## src/common/duc_pkg.sv

```systemverilog
`default_nettype none

package duc_pkg;

   // Bit widths of the datapath words
   localparam int SAMPLE_W = 18;
   localparam int COEFF_W  = 18;
   localparam int PRESUM_W = SAMPLE_W + 1;
   localparam int PROD_W   = COEFF_W + PRESUM_W;
   localparam int ACC_W    = PROD_W + 2;
   localparam int RATE_W   = 8;

   typedef logic signed [SAMPLE_W-1:0] sample_t;
   typedef logic signed [COEFF_W-1:0]  coeff_t;
   typedef logic signed [PRESUM_W-1:0] presum_t;
   typedef logic signed [PROD_W-1:0]   prod_t;
   typedef logic signed [ACC_W-1:0]    acc_t;
   typedef logic        [RATE_W-1:0]   rate_t;

   // Shortest output period the MAC and rounding pipeline can keep up with
   localparam rate_t RATE_MIN = 8'd6;

   // Halfband taps A 0 B 0 C 0 D 0.5 D 0 C 0 B 0 A, centre tap is 2^17
   localparam coeff_t COEFF_A = -18'sd597;
   localparam coeff_t COEFF_B = 18'sd4283;
   localparam coeff_t COEFF_C = -18'sd17516;
   localparam coeff_t COEFF_D = 18'sd79365;
   localparam int     COEFF_SHIFT = 17;

   // Saturation limits of the output sample
   localparam sample_t SAMPLE_MAX = {1'b0, {(SAMPLE_W-1){1'b1}}};
   localparam sample_t SAMPLE_MIN = {1'b1, {(SAMPLE_W-1){1'b0}}};

   // Strobes shared by all channels, all from the rate unit
   typedef struct packed {
      logic stb_in;
      logic stb_out;
      logic bypass;
   } hb_ctrl_t;

   // Even outputs repeat the centre sample, odd outputs are filtered
   typedef enum logic {
      PHASE_EVEN = 1'b0,
      PHASE_ODD  = 1'b1
   } phase_t;

endpackage

`default_nettype wire

```

## src/hb_interp/hb_interp.sv

```systemverilog
`timescale 1ns/10ps
`default_nettype none

module hb_interp
   import duc_pkg::*;
(
   input  wire logic     clk,
   input  wire logic     rst_n,
   input  wire hb_ctrl_t ctrl,
   input  wire sample_t  in_sample,
   output sample_t       out_sample
);

   // Input history, dly[0] holds x[k-1] while x[k] sits on in_sample
   // The live input acts as the newest of the eight filter taps
   sample_t       dly [0:6];
   // Symmetric pair sums for A, B, C and D in index order 0 to 3
   presum_t [3:0] pair_q;
   logic          start_q;
   acc_t          mac_acc;
   logic          mac_done;
   sample_t       rnd_sample;
   // Marks the cycle in which the rounded odd result is on rnd_sample
   logic          rnd_vld_q;
   // Odd phase result kept for the middle output strobe
   sample_t       odd_q;

   // Delay line shifts on each accepted sample
   // Zeroed at reset so that samples before the first one count as zero
   always_ff @(posedge clk or negedge rst_n)
   begin
      if (!rst_n)
      begin
         for (int i = 0; i < 7; i++)
         begin
            dly[i] <= '0;
         end
      end
      else if (ctrl.stb_in)
      begin
         dly[0] <= in_sample;
         for (int i = 1; i < 7; i++)
         begin
            dly[i] <= dly[i-1];
         end
      end
   end

   // Pair sums are formed in the same edge that shifts the line,
   // from the live input and the values the line holds before the shift
   // Full precision with one guard bit, no rounding here
   always_ff @(posedge clk)
   begin
      if (ctrl.stb_in)
      begin
         pair_q[0] <= presum_t'(in_sample) + presum_t'(dly[6]);
         pair_q[1] <= presum_t'(dly[0]) + presum_t'(dly[5]);
         pair_q[2] <= presum_t'(dly[1]) + presum_t'(dly[4]);
         pair_q[3] <= presum_t'(dly[2]) + presum_t'(dly[3]);
      end
   end

   // The MAC starts in the cycle after the pair sums are loaded
   always_ff @(posedge clk or negedge rst_n)
   begin
      if (!rst_n)
      begin
         start_q   <= 1'b0;
         rnd_vld_q <= 1'b0;
      end
      else
      begin
         start_q   <= ctrl.stb_in;
         rnd_vld_q <= mac_done;
      end
   end

   hb_mac u_mac (
      .clk     (clk),
      .rst_n   (rst_n),
      .start   (start_q),
      .pair_ad (pair_q),
      .acc     (mac_acc),
      .done    (mac_done)
   );

   round_clip u_round (
      .clk        (clk),
      .rst_n      (rst_n),
      .acc_in     (mac_acc),
      .out_sample (rnd_sample)
   );

   // Result is ready four cycles after stb_in, well before the odd strobe
   always_ff @(posedge clk)
   begin
      if (rnd_vld_q)
      begin
         odd_q <= rnd_sample;
      end
   end

   // Output phase selection at each output strobe
   always_ff @(posedge clk or negedge rst_n)
   begin
      if (!rst_n)
      begin
         out_sample <= '0;
      end
      else if (ctrl.stb_out)
      begin
         if (ctrl.bypass)
         begin
            // Newest accepted sample, which may be arriving right now
            out_sample <= ctrl.stb_in ? in_sample : dly[0];
         end
         else if (ctrl.stb_in)
         begin
            // Even phase is the centre tap x[k-4] at gain one
            out_sample <= dly[3];
         end
         else
         begin
            out_sample <= odd_q;
         end
      end
   end

endmodule

`default_nettype wire

```

## src/hb_interp/hb_mac.sv

```systemverilog
`timescale 1ns/10ps
`default_nettype none

module hb_mac
   import duc_pkg::*;
(
   input  wire logic          clk,
   input  wire logic          rst_n,
   input  wire logic          start,
   input  wire presum_t [3:0] pair_ad,
   output acc_t               acc,
   output logic               done
);

   // High in the second cycle of a conversion
   logic    second_q;
   coeff_t  coef_lo;
   coeff_t  coef_hi;
   presum_t sum_lo;
   presum_t sum_hi;
   prod_t   prod_lo;
   prod_t   prod_hi;

   // First cycle feeds A and C, the second cycle feeds B and D
   assign coef_lo = second_q ? COEFF_B : COEFF_A;
   assign sum_lo  = second_q ? pair_ad[1] : pair_ad[0];
   assign coef_hi = second_q ? COEFF_D : COEFF_C;
   assign sum_hi  = second_q ? pair_ad[3] : pair_ad[2];

   // Two multipliers, each used twice per conversion
   assign prod_lo = coef_lo * sum_lo;
   assign prod_hi = coef_hi * sum_hi;

   always_ff @(posedge clk or negedge rst_n)
   begin
      if (!rst_n)
      begin
         second_q <= 1'b0;
         done     <= 1'b0;
      end
      else
      begin
         second_q <= start;
         done     <= second_q;
      end
   end

   // The start cycle clears the sum by loading it, the next cycle adds
   always_ff @(posedge clk)
   begin
      if (start)
      begin
         acc <= acc_t'(prod_lo) + acc_t'(prod_hi);
      end
      else if (second_q)
      begin
         acc <= acc + acc_t'(prod_lo) + acc_t'(prod_hi);
      end
   end

endmodule

`default_nettype wire

```

## src/logic/duc_hb_top.sv

```systemverilog
`timescale 1ns/10ps
`default_nettype none

module duc_hb_top
   import duc_pkg::*;
#(
   parameter int NUM_CHAN = 2
)
(
   input  wire logic                         clk,
   input  wire logic                         rst_n,
   input  wire rate_t                        rate,
   input  wire logic                         bypass,
   input  wire logic [NUM_CHAN*SAMPLE_W-1:0] in_data,
   output logic                              in_req,
   output logic [NUM_CHAN*SAMPLE_W-1:0]      out_data,
   output phase_t                            out_phase,
   output logic                              out_valid
);

   // Strobes common to all channels
   hb_ctrl_t                     ctrl;
   // Interpolator outputs, channel 0 in the low bits
   logic [NUM_CHAN*SAMPLE_W-1:0] chan_samples;

   rate_strobe_gen u_rate (
      .clk    (clk),
      .rst_n  (rst_n),
      .rate   (rate),
      .bypass (bypass),
      .ctrl   (ctrl)
   );

   // The source must present the next samples before this pulse
   assign in_req = ctrl.stb_in;

   // One halfband interpolator per channel
   for (genvar i = 0; i < NUM_CHAN; i++)
   begin : g_chan
      hb_interp u_hb (
         .clk        (clk),
         .rst_n      (rst_n),
         .ctrl       (ctrl),
         .in_sample  (in_data[i*SAMPLE_W +: SAMPLE_W]),
         .out_sample (chan_samples[i*SAMPLE_W +: SAMPLE_W])
      );
   end

   sample_gather #(
      .NUM_CHAN (NUM_CHAN)
   ) u_gather (
      .clk          (clk),
      .rst_n        (rst_n),
      .ctrl         (ctrl),
      .chan_samples (chan_samples),
      .out_data     (out_data),
      .out_phase    (out_phase),
      .out_valid    (out_valid)
   );

endmodule

`default_nettype wire

```

## src/logic/rate_strobe_gen.sv

```systemverilog
`timescale 1ns/10ps
`default_nettype none

module rate_strobe_gen
   import duc_pkg::*;
(
   input  wire logic     clk,
   input  wire logic     rst_n,
   input  wire rate_t    rate,
   input  wire logic     bypass,
   output hb_ctrl_t      ctrl
);

   // Period after clamping to what the pipeline allows
   rate_t per_clamp;
   // Cycles left in the current period, zero only right after reset
   rate_t cnt_q;
   // High when the next output strobe is an odd one
   logic  odd_q;
   logic  period_end;

   assign per_clamp  = (rate < RATE_MIN) ? RATE_MIN : rate;
   assign period_end = (cnt_q == rate_t'(1));

   // Down counter over the clamped period
   // The first period after reset is one cycle short in the counter,
   // because the reset state itself counts as the load cycle
   always_ff @(posedge clk or negedge rst_n)
   begin
      if (!rst_n)
      begin
         cnt_q <= '0;
      end
      else if (cnt_q == '0)
      begin
         cnt_q <= per_clamp - rate_t'(1);
      end
      else if (period_end)
      begin
         // A new period starts here, so the rate level is sampled now
         cnt_q <= per_clamp;
      end
      else
      begin
         cnt_q <= cnt_q - rate_t'(1);
      end
   end

   // Strobes are registered so that every channel sees them in the same cycle
   always_ff @(posedge clk or negedge rst_n)
   begin
      if (!rst_n)
      begin
         odd_q <= 1'b0;
         ctrl  <= '0;
      end
      else
      begin
         ctrl.stb_out <= period_end;
         // Every second output strobe also takes a new input sample
         ctrl.stb_in  <= period_end && !odd_q;
         ctrl.bypass  <= bypass;
         if (period_end)
         begin
            odd_q <= !odd_q;
         end
      end
   end

endmodule

`default_nettype wire

```

## src/logic/round_clip.sv

```systemverilog
`timescale 1ns/10ps
`default_nettype none

module round_clip
   import duc_pkg::*;
(
   input  wire logic  clk,
   input  wire logic  rst_n,
   input  wire acc_t  acc_in,
   output sample_t    out_sample
);

   // Width left after dropping the fraction bits
   localparam int QUOT_W = ACC_W - COEFF_SHIFT;
   // Half of one output LSB in accumulator units
   localparam acc_t HALF_LSB = acc_t'(1) << (COEFF_SHIFT - 1);

   acc_t                     rnd_sum;
   logic signed [QUOT_W-1:0] quot;
   // Bits above the sample sign, must all equal it for the value to fit
   logic [QUOT_W-SAMPLE_W:0] top_bits;
   logic                     fits;

   assign rnd_sum  = acc_in + HALF_LSB;
   // Arithmetic shift gives floor, so this is round half up
   assign quot     = rnd_sum[ACC_W-1:COEFF_SHIFT];
   assign top_bits = quot[QUOT_W-1:SAMPLE_W-1];
   assign fits     = (&top_bits) || !(|top_bits);

   always_ff @(posedge clk or negedge rst_n)
   begin
      if (!rst_n)
      begin
         out_sample <= '0;
      end
      else if (fits)
      begin
         out_sample <= quot[SAMPLE_W-1:0];
      end
      else
      begin
         // Saturate toward the sign of the true result
         out_sample <= quot[QUOT_W-1] ? SAMPLE_MIN : SAMPLE_MAX;
      end
   end

endmodule

`default_nettype wire

```

## src/logic/sample_gather.sv

```systemverilog
`timescale 1ns/10ps
`default_nettype none

module sample_gather
   import duc_pkg::*;
#(
   parameter int NUM_CHAN = 2
)
(
   input  wire logic                         clk,
   input  wire logic                         rst_n,
   input  wire hb_ctrl_t                     ctrl,
   input  wire logic [NUM_CHAN*SAMPLE_W-1:0] chan_samples,
   output logic [NUM_CHAN*SAMPLE_W-1:0]      out_data,
   output phase_t                            out_phase,
   output logic                              out_valid
);

   // Channel outputs settle one cycle after stb_out, hence the delay
   logic stb_out_d;
   logic stb_in_d;

   always_ff @(posedge clk or negedge rst_n)
   begin
      if (!rst_n)
      begin
         stb_out_d <= 1'b0;
         stb_in_d  <= 1'b0;
         out_valid <= 1'b0;
         out_data  <= '0;
         out_phase <= PHASE_EVEN;
      end
      else
      begin
         stb_out_d <= ctrl.stb_out;
         stb_in_d  <= ctrl.stb_in;
         out_valid <= stb_out_d;
         if (stb_out_d)
         begin
            // All channels are taken in the same cycle
            out_data  <= chan_samples;
            // A strobe that also took an input is an even one
            out_phase <= stb_in_d ? PHASE_EVEN : PHASE_ODD;
         end
      end
   end

endmodule

`default_nettype wire

```

## config.mk

```make
export PLATFORM = sky130hd
export DESIGN_NAME = duc_hb_top
export DESIGN_NICKNAME = d
export VERILOG_FILES = /design/src/common/duc_pkg.sv /design/src/hb_interp/hb_interp.sv /design/src/hb_interp/hb_mac.sv /design/src/logic/duc_hb_top.sv /design/src/logic/rate_strobe_gen.sv /design/src/logic/round_clip.sv /design/src/logic/sample_gather.sv
export SDC_FILE = /design/constraint.sdc
export NUM_CORES = 2
export LEC_CHECK = 0
export BUFFER_PORTS_ARGS = -buffer_cell sky130_fd_sc_hd__buf_4
export CELL_PAD_IN_SITES_DETAIL_PLACEMENT = 0
export CELL_PAD_IN_SITES_GLOBAL_PLACEMENT = 1
export CORE_MARGIN = 1
export CORE_UTILIZATION = 53
export CTS_CLUSTER_SIZE = 16
export DETAILED_ROUTE_END_ITERATION = 8
export GPL_TIMING_DRIVEN = 0
export PLACE_DENSITY_LB_ADDON = 0.1
export REMOVE_ABC_BUFFERS = 1
export SYNTH_ARGS = -nofsm -noshare
export SYNTH_HDL_FRONTEND = slang
export SYNTH_SLANG_ARGS = --single-unit
```

## constraint.sdc

```tcl
create_clock -name clk -period 13.5 [get_ports clk]
set_input_delay 2.7 -clock clk [delete_from_list [all_inputs] [get_ports clk]]
set_output_delay 2.7 -clock clk [all_outputs]
set_load 0.01 [all_outputs]
```

# Yosys cells after proc, flatten, opt, wreduce, memory -nomap -nowiden
# Cells that the tools add are included.
classes:
  n_addsub: 18
  n_mul: 4
  div: 0
  magnitude_cmp: 1
  n_eq_ne: 1
  n_shift: 0
  muxes: 24
  bitwise: 0
  reduce_logical: 12
ops:
  columns: ["operator", "n"]
  rows:
  - ["two-way mux 18 bit", 12]
  - ["adder 39 x 37 -> 39 bit", 4]
  - ["two-way mux 39 bit", 4]
  - ["adder 18 x 18 -> 19 bit", 8]
  - ["multiplier 18 x 19 -> 37 bit", 4]
  - ["adder 39 x 18 -> 39 bit, second input constant", 2]
  - ["adder 37 x 37 -> 38 bit", 2]
  - ["two-way mux 19 bit", 4]
  - ["two-way mux 8 bit", 3]
  - ["subtractor 8 x 1 -> 8 bit, second input constant", 2]
  - ["AND reduction 5 bit", 2]
  - ["OR reduction 5 bit", 2]
  - ["equality test 8 x 1 -> 1 bit, second input constant", 1]
  - ["zero test 8 bit", 1]
  - ["< comparator 8 x 3 -> 1 bit, second input constant", 1]
  - ["zero test 1 bit", 3]
  - ["logical OR 1 bit", 2]
  - ["nonzero test 2 bit", 1]
  - ["logical AND 1 bit", 1]
  - ["two-way mux 1 bit", 1]
word_totals:
  reg_bits: 645
  latchBits: 0
  ram_bits: 0
  rom_bits: 0
  mem_count: 0

# Longest topological paths before layout
logic_depth:
  word_depth: 6
  mapped_depth: 44
  mapped_depth_nobuf: 43

# Modules after synthesis
# From an unflattened synthesis, not the netlist that was laid out.
hier_totals:
  cells_unflattened: 7950
  area_unflattened_um2: 80234.5
by_module_without_submodules:
  columns: ["mod", "instances", "cells_per_inst", "area_per_inst_um2", "seq_area_each_um2"]
  rows:
  - ["hb_mac (g_chan[0].u_hb.u_mac)", 1, 2893, 25876.1, 1221.2]
  - ["hb_mac (g_chan[1].u_hb.u_mac)", 1, 2677, 24991.5, 1221.2]
  - ["hb_interp", 2, 974, 12251.8, 6476.2]
  - ["round_clip", 2, 130, 1212.4, 450.4]
  - ["sample_gather", 1, 82, 1600.3, 1001.0]
  - ["rate_strobe_gen", 1, 90, 838.3, 300.3]

# Worst setup path before layout
# Ideal clock, no wire load.
synth_path:
  path_kind: "reg-to-reg"
  from: "reg g_chan[1].u_hb.u_mac.second_q"
  to: "reg g_chan[1].u_hb.u_mac.acc[38], data pin"
  arrival_ps: 9165
  setup_slack_ps: 4080
  path_stages_with_launch: 40
  cell_sequence: "dfrtp_1 clkinv_1 clkbuf_1 clkbuf_1 buf_1 nand2_1 inv_1 ha_1 inv_1 fa_1 fa_1 fa_1 fa_1 inv_1 fa_1 ha_1 clkbuf_1 a21o_1 [4 not listed] a21oi_1 a21boi_1 a311o_1 a21o_1 a21oi_1 xnor2_1 fa_1 ha_1 a21o_1 a21o_1 a21oi_1 o21ai_0 a41o_1 o21ai_1 o21ai_1 xnor2_1 xnor2_1 o21ba_1"
synth_between:
  elab_chain_cells: 6
  elab_cells_between_ends: 11
  cone_classes: "add/sub: 3; mul: 2; mux: 6"
synth_rtl:
  columns: ["item", "line_no", "rtl"]
  rows:
  - ["from (decl)", "hb_mac.sv:16", "logic second_q;"]
  - ["from (signal assigned)", "hb_mac.sv:43", "second_q <= start;"]
  - ["two-way mux 19 bit / two-way mux 18 bit (equally long branches)", "hb_mac.sv:26, hb_mac.sv:25", null]
  - ["multiplier 18 x 19 -> 37 bit", "hb_mac.sv:31", "assign prod_lo = coef_lo * sum_lo;"]
  - ["adder 39 x 37 -> 39 bit (2 in a row)", "hb_mac.sv:57", "acc <= acc + acc_t'(prod_lo) + acc_t'(prod_hi);"]
  - ["two-way mux 39 bit", "hb_mac.sv:55", "else if (second_q)"]
  - ["two-way mux 39 bit (*)", "hb_mac.sv:51", "if (start)"]
  - ["to (signal assigned)", "hb_mac.sv:53", "acc <= acc_t'(prod_lo) + acc_t'(prod_hi);"]
  - ["to (signal assigned)", "hb_mac.sv:57", null]
  - ["to (decl)", "hb_mac.sv:11", "output acc_t acc,"]
# Mark *: on every way between the ends. The rest lies on a longest branch, timed or not. The select of a mux whose other input is x is not followed.
# A chain may end at the register's enable or synchronous reset.

# Worst setup path after layout
# Same ends and word-level chain as after synthesis.

==> metrics <==
MaxCap Viol Count 0; proportion of synthesized chip area in sequential cells 22.8%; # rows 139; Hold Buf Count CTS 0; buffer depth of the longest clock path 3; via count of the first global-routing pass 52600; crit-path most repeated cell sky130_fd_sc_hd__inv_1; number of buffers and inverters on the critical path 10; global router's overall resource usage 26.8%; Fin Setup TNS 0 ns; CP required 13.95 ns; Hold Path Class reg -> reg; flip-flop cell with the highest count after synthesis sky130_fd_sc_hd__dfrtp_1; run status finished clean; detail-routed via count per cell 5.42; RSZ-0062 raised after global routing no; slew at the pin closest to its max-slew limit 1.34 ns; worst-path fanout max 57; clk sink count 645; clock tree from TritonCTS built; number of primary I/O pins 86; depth of the worst register-to-register path 44; Slew Limit Headroom 9.68%; master cell of the clock root buffer sky130_fd_sc_hd__clkbuf_16; Post-DRT Antenna Nets 0; count of buffers added by post-CTS timing repair for setup 0; async set-or-reset flop fraction in the synthesized netlist 58.8%; H-tree depth reported by CTS 3; Inserted Clock Buffers 77; largest area contributor in the netlist sky130_fd_sc_hd__fa_1; number of cells upsized or downsized after cts 0; number of flops mapped to enable cells by yosys 266; share of post-route cells with drive strength above 1 7.91%; detailed-route DRC error count 0; type of destination of the critical path register; crit path launch type register; largest cells by area after synthesis sky130_fd_sc_hd__fa_1 26%, sky130_fd_sc_hd__ha_1 16%, sky130_fd_sc_hd__dfrtp_1 12%; Die Span Y 382 um; Clock Pin Slew Worst Setup and Hold Paths 0.06 ns; Fmax 0.0853 GHz; slowest cell on the critical path sky130_fd_sc_hd__dfrtp_4; die span in x 382 um; total of flip-flops plus latches after synthesis 645; Overflow after GRT 0; WP depth 44; number of iterations in the first detailed-routing pass 5; initial drt markers 3348; Filler cells 12700; port bufs 85; distinct cell type count after synthesis 89; total number of vias 51900; total die area 146000 um2; ratio of final minimum period to clock period 86.9%; overall routed net length 191 mm; clock period minus worst slack 11.73 ns; number of warning messages in the yosys log 0; Core ar. 143000 um2; maximum single-stage delay on the critical path 0.78 ns; cell family with most CP delay compound AO/OA/AOI/OAI gates; Setup violations, final 0; Syn Inst Count 7521; placer's final routability congestion estimate 0.930; Mean Syn Cell Area 10.2 um2; critical path class reg -> reg; worst slack after detailed placement 1.85 ns; wire per inst 19.9 um; layout net count 9627; Hold Path Stages 0; hpwl dp 161 mm; Skew-Pair Late Insertion Delay 0.71 ns; final design utilization 57.5%; Final Hold Fails 0; maximum number of pins on one net before global-route repair 99; data arrival time of the critical path 12.18 ns; global-route wire length before repair 299 mm; Starting Density 53.3%; Max Slew Vio Count 0; worst hold slack across all endpoints 0.357 ns; post-synthesis to final-layout area growth 7.82%; area fraction of the dominant cell type after synthesis 26.2%; post-synthesis cell area 76500 um2; antenna violations before repair 2; setup ws final 1.77 ns; largest clock skew in the final design 0.0460 ns
==> synthesized netlist by cell type (7+ instances only) <==
cell                        instances
sky130_fd_sc_hd__a211o_1           15
sky130_fd_sc_hd__buf_1             18
sky130_fd_sc_hd__dfrtp_1          379
sky130_fd_sc_hd__o41ai_1           12
sky130_fd_sc_hd__o31ai_1           17
sky130_fd_sc_hd__nor3_1            82
sky130_fd_sc_hd__mux2_2           317
sky130_fd_sc_hd__mux2i_1           40
sky130_fd_sc_hd__nand3_1           86
sky130_fd_sc_hd__nor2b_1           50
sky130_fd_sc_hd__or2_2             25
sky130_fd_sc_hd__nand2b_1          41
sky130_fd_sc_hd__fa_1            1002
sky130_fd_sc_hd__a211oi_1          36
sky130_fd_sc_hd__o22ai_1           11
sky130_fd_sc_hd__and3_1            30
sky130_fd_sc_hd__a2111oi_0          9
sky130_fd_sc_hd__or3_1             15
sky130_fd_sc_hd__a21o_1           132
sky130_fd_sc_hd__o21bai_1          58
sky130_fd_sc_hd__o211ai_1          10
sky130_fd_sc_hd__nand4_1           22
sky130_fd_sc_hd__nor4_1             9
sky130_fd_sc_hd__and4_1             7
sky130_fd_sc_hd__xnor2_1          274
sky130_fd_sc_hd__clkbuf_1         125
sky130_fd_sc_hd__a21boi_0          18
sky130_fd_sc_hd__and2_1            35
sky130_fd_sc_hd__edfxtp_1         266
sky130_fd_sc_hd__xor2_1           130
sky130_fd_sc_hd__o21a_1            58
sky130_fd_sc_hd__ha_1             959
sky130_fd_sc_hd__o21ai_0          275
sky130_fd_sc_hd__inv_1           1543
sky130_fd_sc_hd__o2111ai_1         16
sky130_fd_sc_hd__a21oi_1          360
sky130_fd_sc_hd__nor2_1           348
sky130_fd_sc_hd__a31oi_1           27
sky130_fd_sc_hd__nand2_1          501
sky130_fd_sc_hd__o21ai_1           57
==> per-layer routing <==
layer / part of all wire [%] / track usage (%) / up-vias
met5: 0 / 0 / -
met4: 1.5 / 4.62 / 0
met3: 8.0 / 7.11 / 134
met2: 42 / 37.9 / 1197
met1: 49 / 41.3 / 25900
li1: - / - / 24700
==> flip-flops by register name (all words and copies together) (netlist names) <==
name and flops:
g_chan.u_hb.dly 252, g_chan.u_hb.odd_q 36, g_chan.u_hb.out_sample 36, g_chan.u_hb.pair_q 152, g_chan.u_hb.rnd_vld_q 1, g_chan.u_hb.u_mac.acc 78
g_chan.u_hb.u_mac.done 1, g_chan.u_hb.u_mac.second_q 1, g_chan.u_hb.u_round.out_sample 36, u_gather.out_data 36, u_gather.out_phase 1, u_gather.out_valid 1
u_gather.stb_in_d 1, u_gather.stb_out_d 1, u_rate.cnt_q 8, u_rate.ctrl 3, u_rate.odd_q 1
==> logic make-up (layout without fill, tap and decap cells) <==
family | Yosys count | in the layout | synth area share (%)
other | 2 | 57 | 0.00982
adders and majority gates | 1963 | 1963 | 41.9
muxes | 357 | 357 | 5.19
xor gates and xnor gates | 404 | 404 | 4.63
buffers and inverters | 1688 | 1796 | 8.28
AOI/OAI and AO/OA | 1189 | 1189 | 9.69
DFF | 645 | 645 | 22.8
and+or+nand+nor | 1273 | 1273 | 7.43
==> worst paths after layout <==
path	from	to	slack, ns
max	g_chan[1].u_hb.u_mac.second_q	g_chan[1].u_hb.u_mac.acc[38]	1.77
min	g_chan[1].u_hb.u_mac.done	g_chan[1].u_hb.rnd_vld_q	0.36
max reg2reg	g_chan[1].u_hb.u_mac.second_q	g_chan[1].u_hb.u_mac.acc[38]	1.77
min reg2reg	g_chan[1].u_hb.u_mac.done	g_chan[1].u_hb.rnd_vld_q	0.36
max in group asynchronous	rst_n	g_chan[0].u_hb.dly[95]	9.47
min in group asynchronous	rst_n	g_chan[0].u_hb.dly[15]	1.92
==> final cells by class <==
class	count	area [um2]	share of cell area (%)
Inverter	1545	5810	7.04
Clock inverter	35	415	0.504
Multi-Input combinational cell	5242	52900	64.1
Sequential cell	645	17500	21.2
Timing Repair Buffer	108	1220	1.48
Antenna cell	1	2.50	0.00303
Clock buffer	108	2260	2.74
Tap cell	1903	2380	2.89
==> through the flow <==
stage | area (um2) | cells
2_1_floorplan | 76200 | 7432
3_3_place_gp | 79200 | 9420
3_5_place_dp | 79800 | 9442
4_1_cts | 82500 | 9585
5_1_grt | 82500 | 9586
6_report | 82500 | 9587
==> placed cells by master, fill, tap and decap left out, types with 12 or more instances in the layout <==
cell	n
sky130_fd_sc_hd__o41ai_1	12
sky130_fd_sc_hd__buf_4	85
sky130_fd_sc_hd__nand3_1	86
sky130_fd_sc_hd__a211oi_1	36
sky130_fd_sc_hd__o21a_1	58
sky130_fd_sc_hd__buf_16	17
sky130_fd_sc_hd__clkbuf_1	18
sky130_fd_sc_hd__and3_1	30
sky130_fd_sc_hd__xor2_1	130
sky130_fd_sc_hd__or3_1	15
sky130_fd_sc_hd__nor2_1	348
sky130_fd_sc_hd__o21ai_0	274
sky130_fd_sc_hd__fa_1	1002
sky130_fd_sc_hd__o21bai_1	58
sky130_fd_sc_hd__inv_1	1543
sky130_fd_sc_hd__a21o_1	132
sky130_fd_sc_hd__edfxtp_1	266
sky130_fd_sc_hd__a21oi_1	360
sky130_fd_sc_hd__clkinv_2	14
sky130_fd_sc_hd__nand2_1	500
sky130_fd_sc_hd__ha_1	959
sky130_fd_sc_hd__o21ai_1	57
sky130_fd_sc_hd__conb_1	56
sky130_fd_sc_hd__nor3_1	82
sky130_fd_sc_hd__o2111ai_1	16
sky130_fd_sc_hd__nand4_1	22
sky130_fd_sc_hd__nor2b_1	50
sky130_fd_sc_hd__a211o_1	15
sky130_fd_sc_hd__xnor2_1	274
sky130_fd_sc_hd__a21boi_0	18
sky130_fd_sc_hd__mux2i_1	40
sky130_fd_sc_hd__nand2b_1	41
sky130_fd_sc_hd__dfrtp_1	372
sky130_fd_sc_hd__mux2_2	317
sky130_fd_sc_hd__and2_1	35
sky130_fd_sc_hd__o31ai_1	17
sky130_fd_sc_hd__a31oi_1	27
sky130_fd_sc_hd__clkbuf_16	85
sky130_fd_sc_hd__or2_2	25
Power is left out: the tool's default activity adds up to more than one toggle a clock period on the data nets, which glitch-free logic cannot reach.
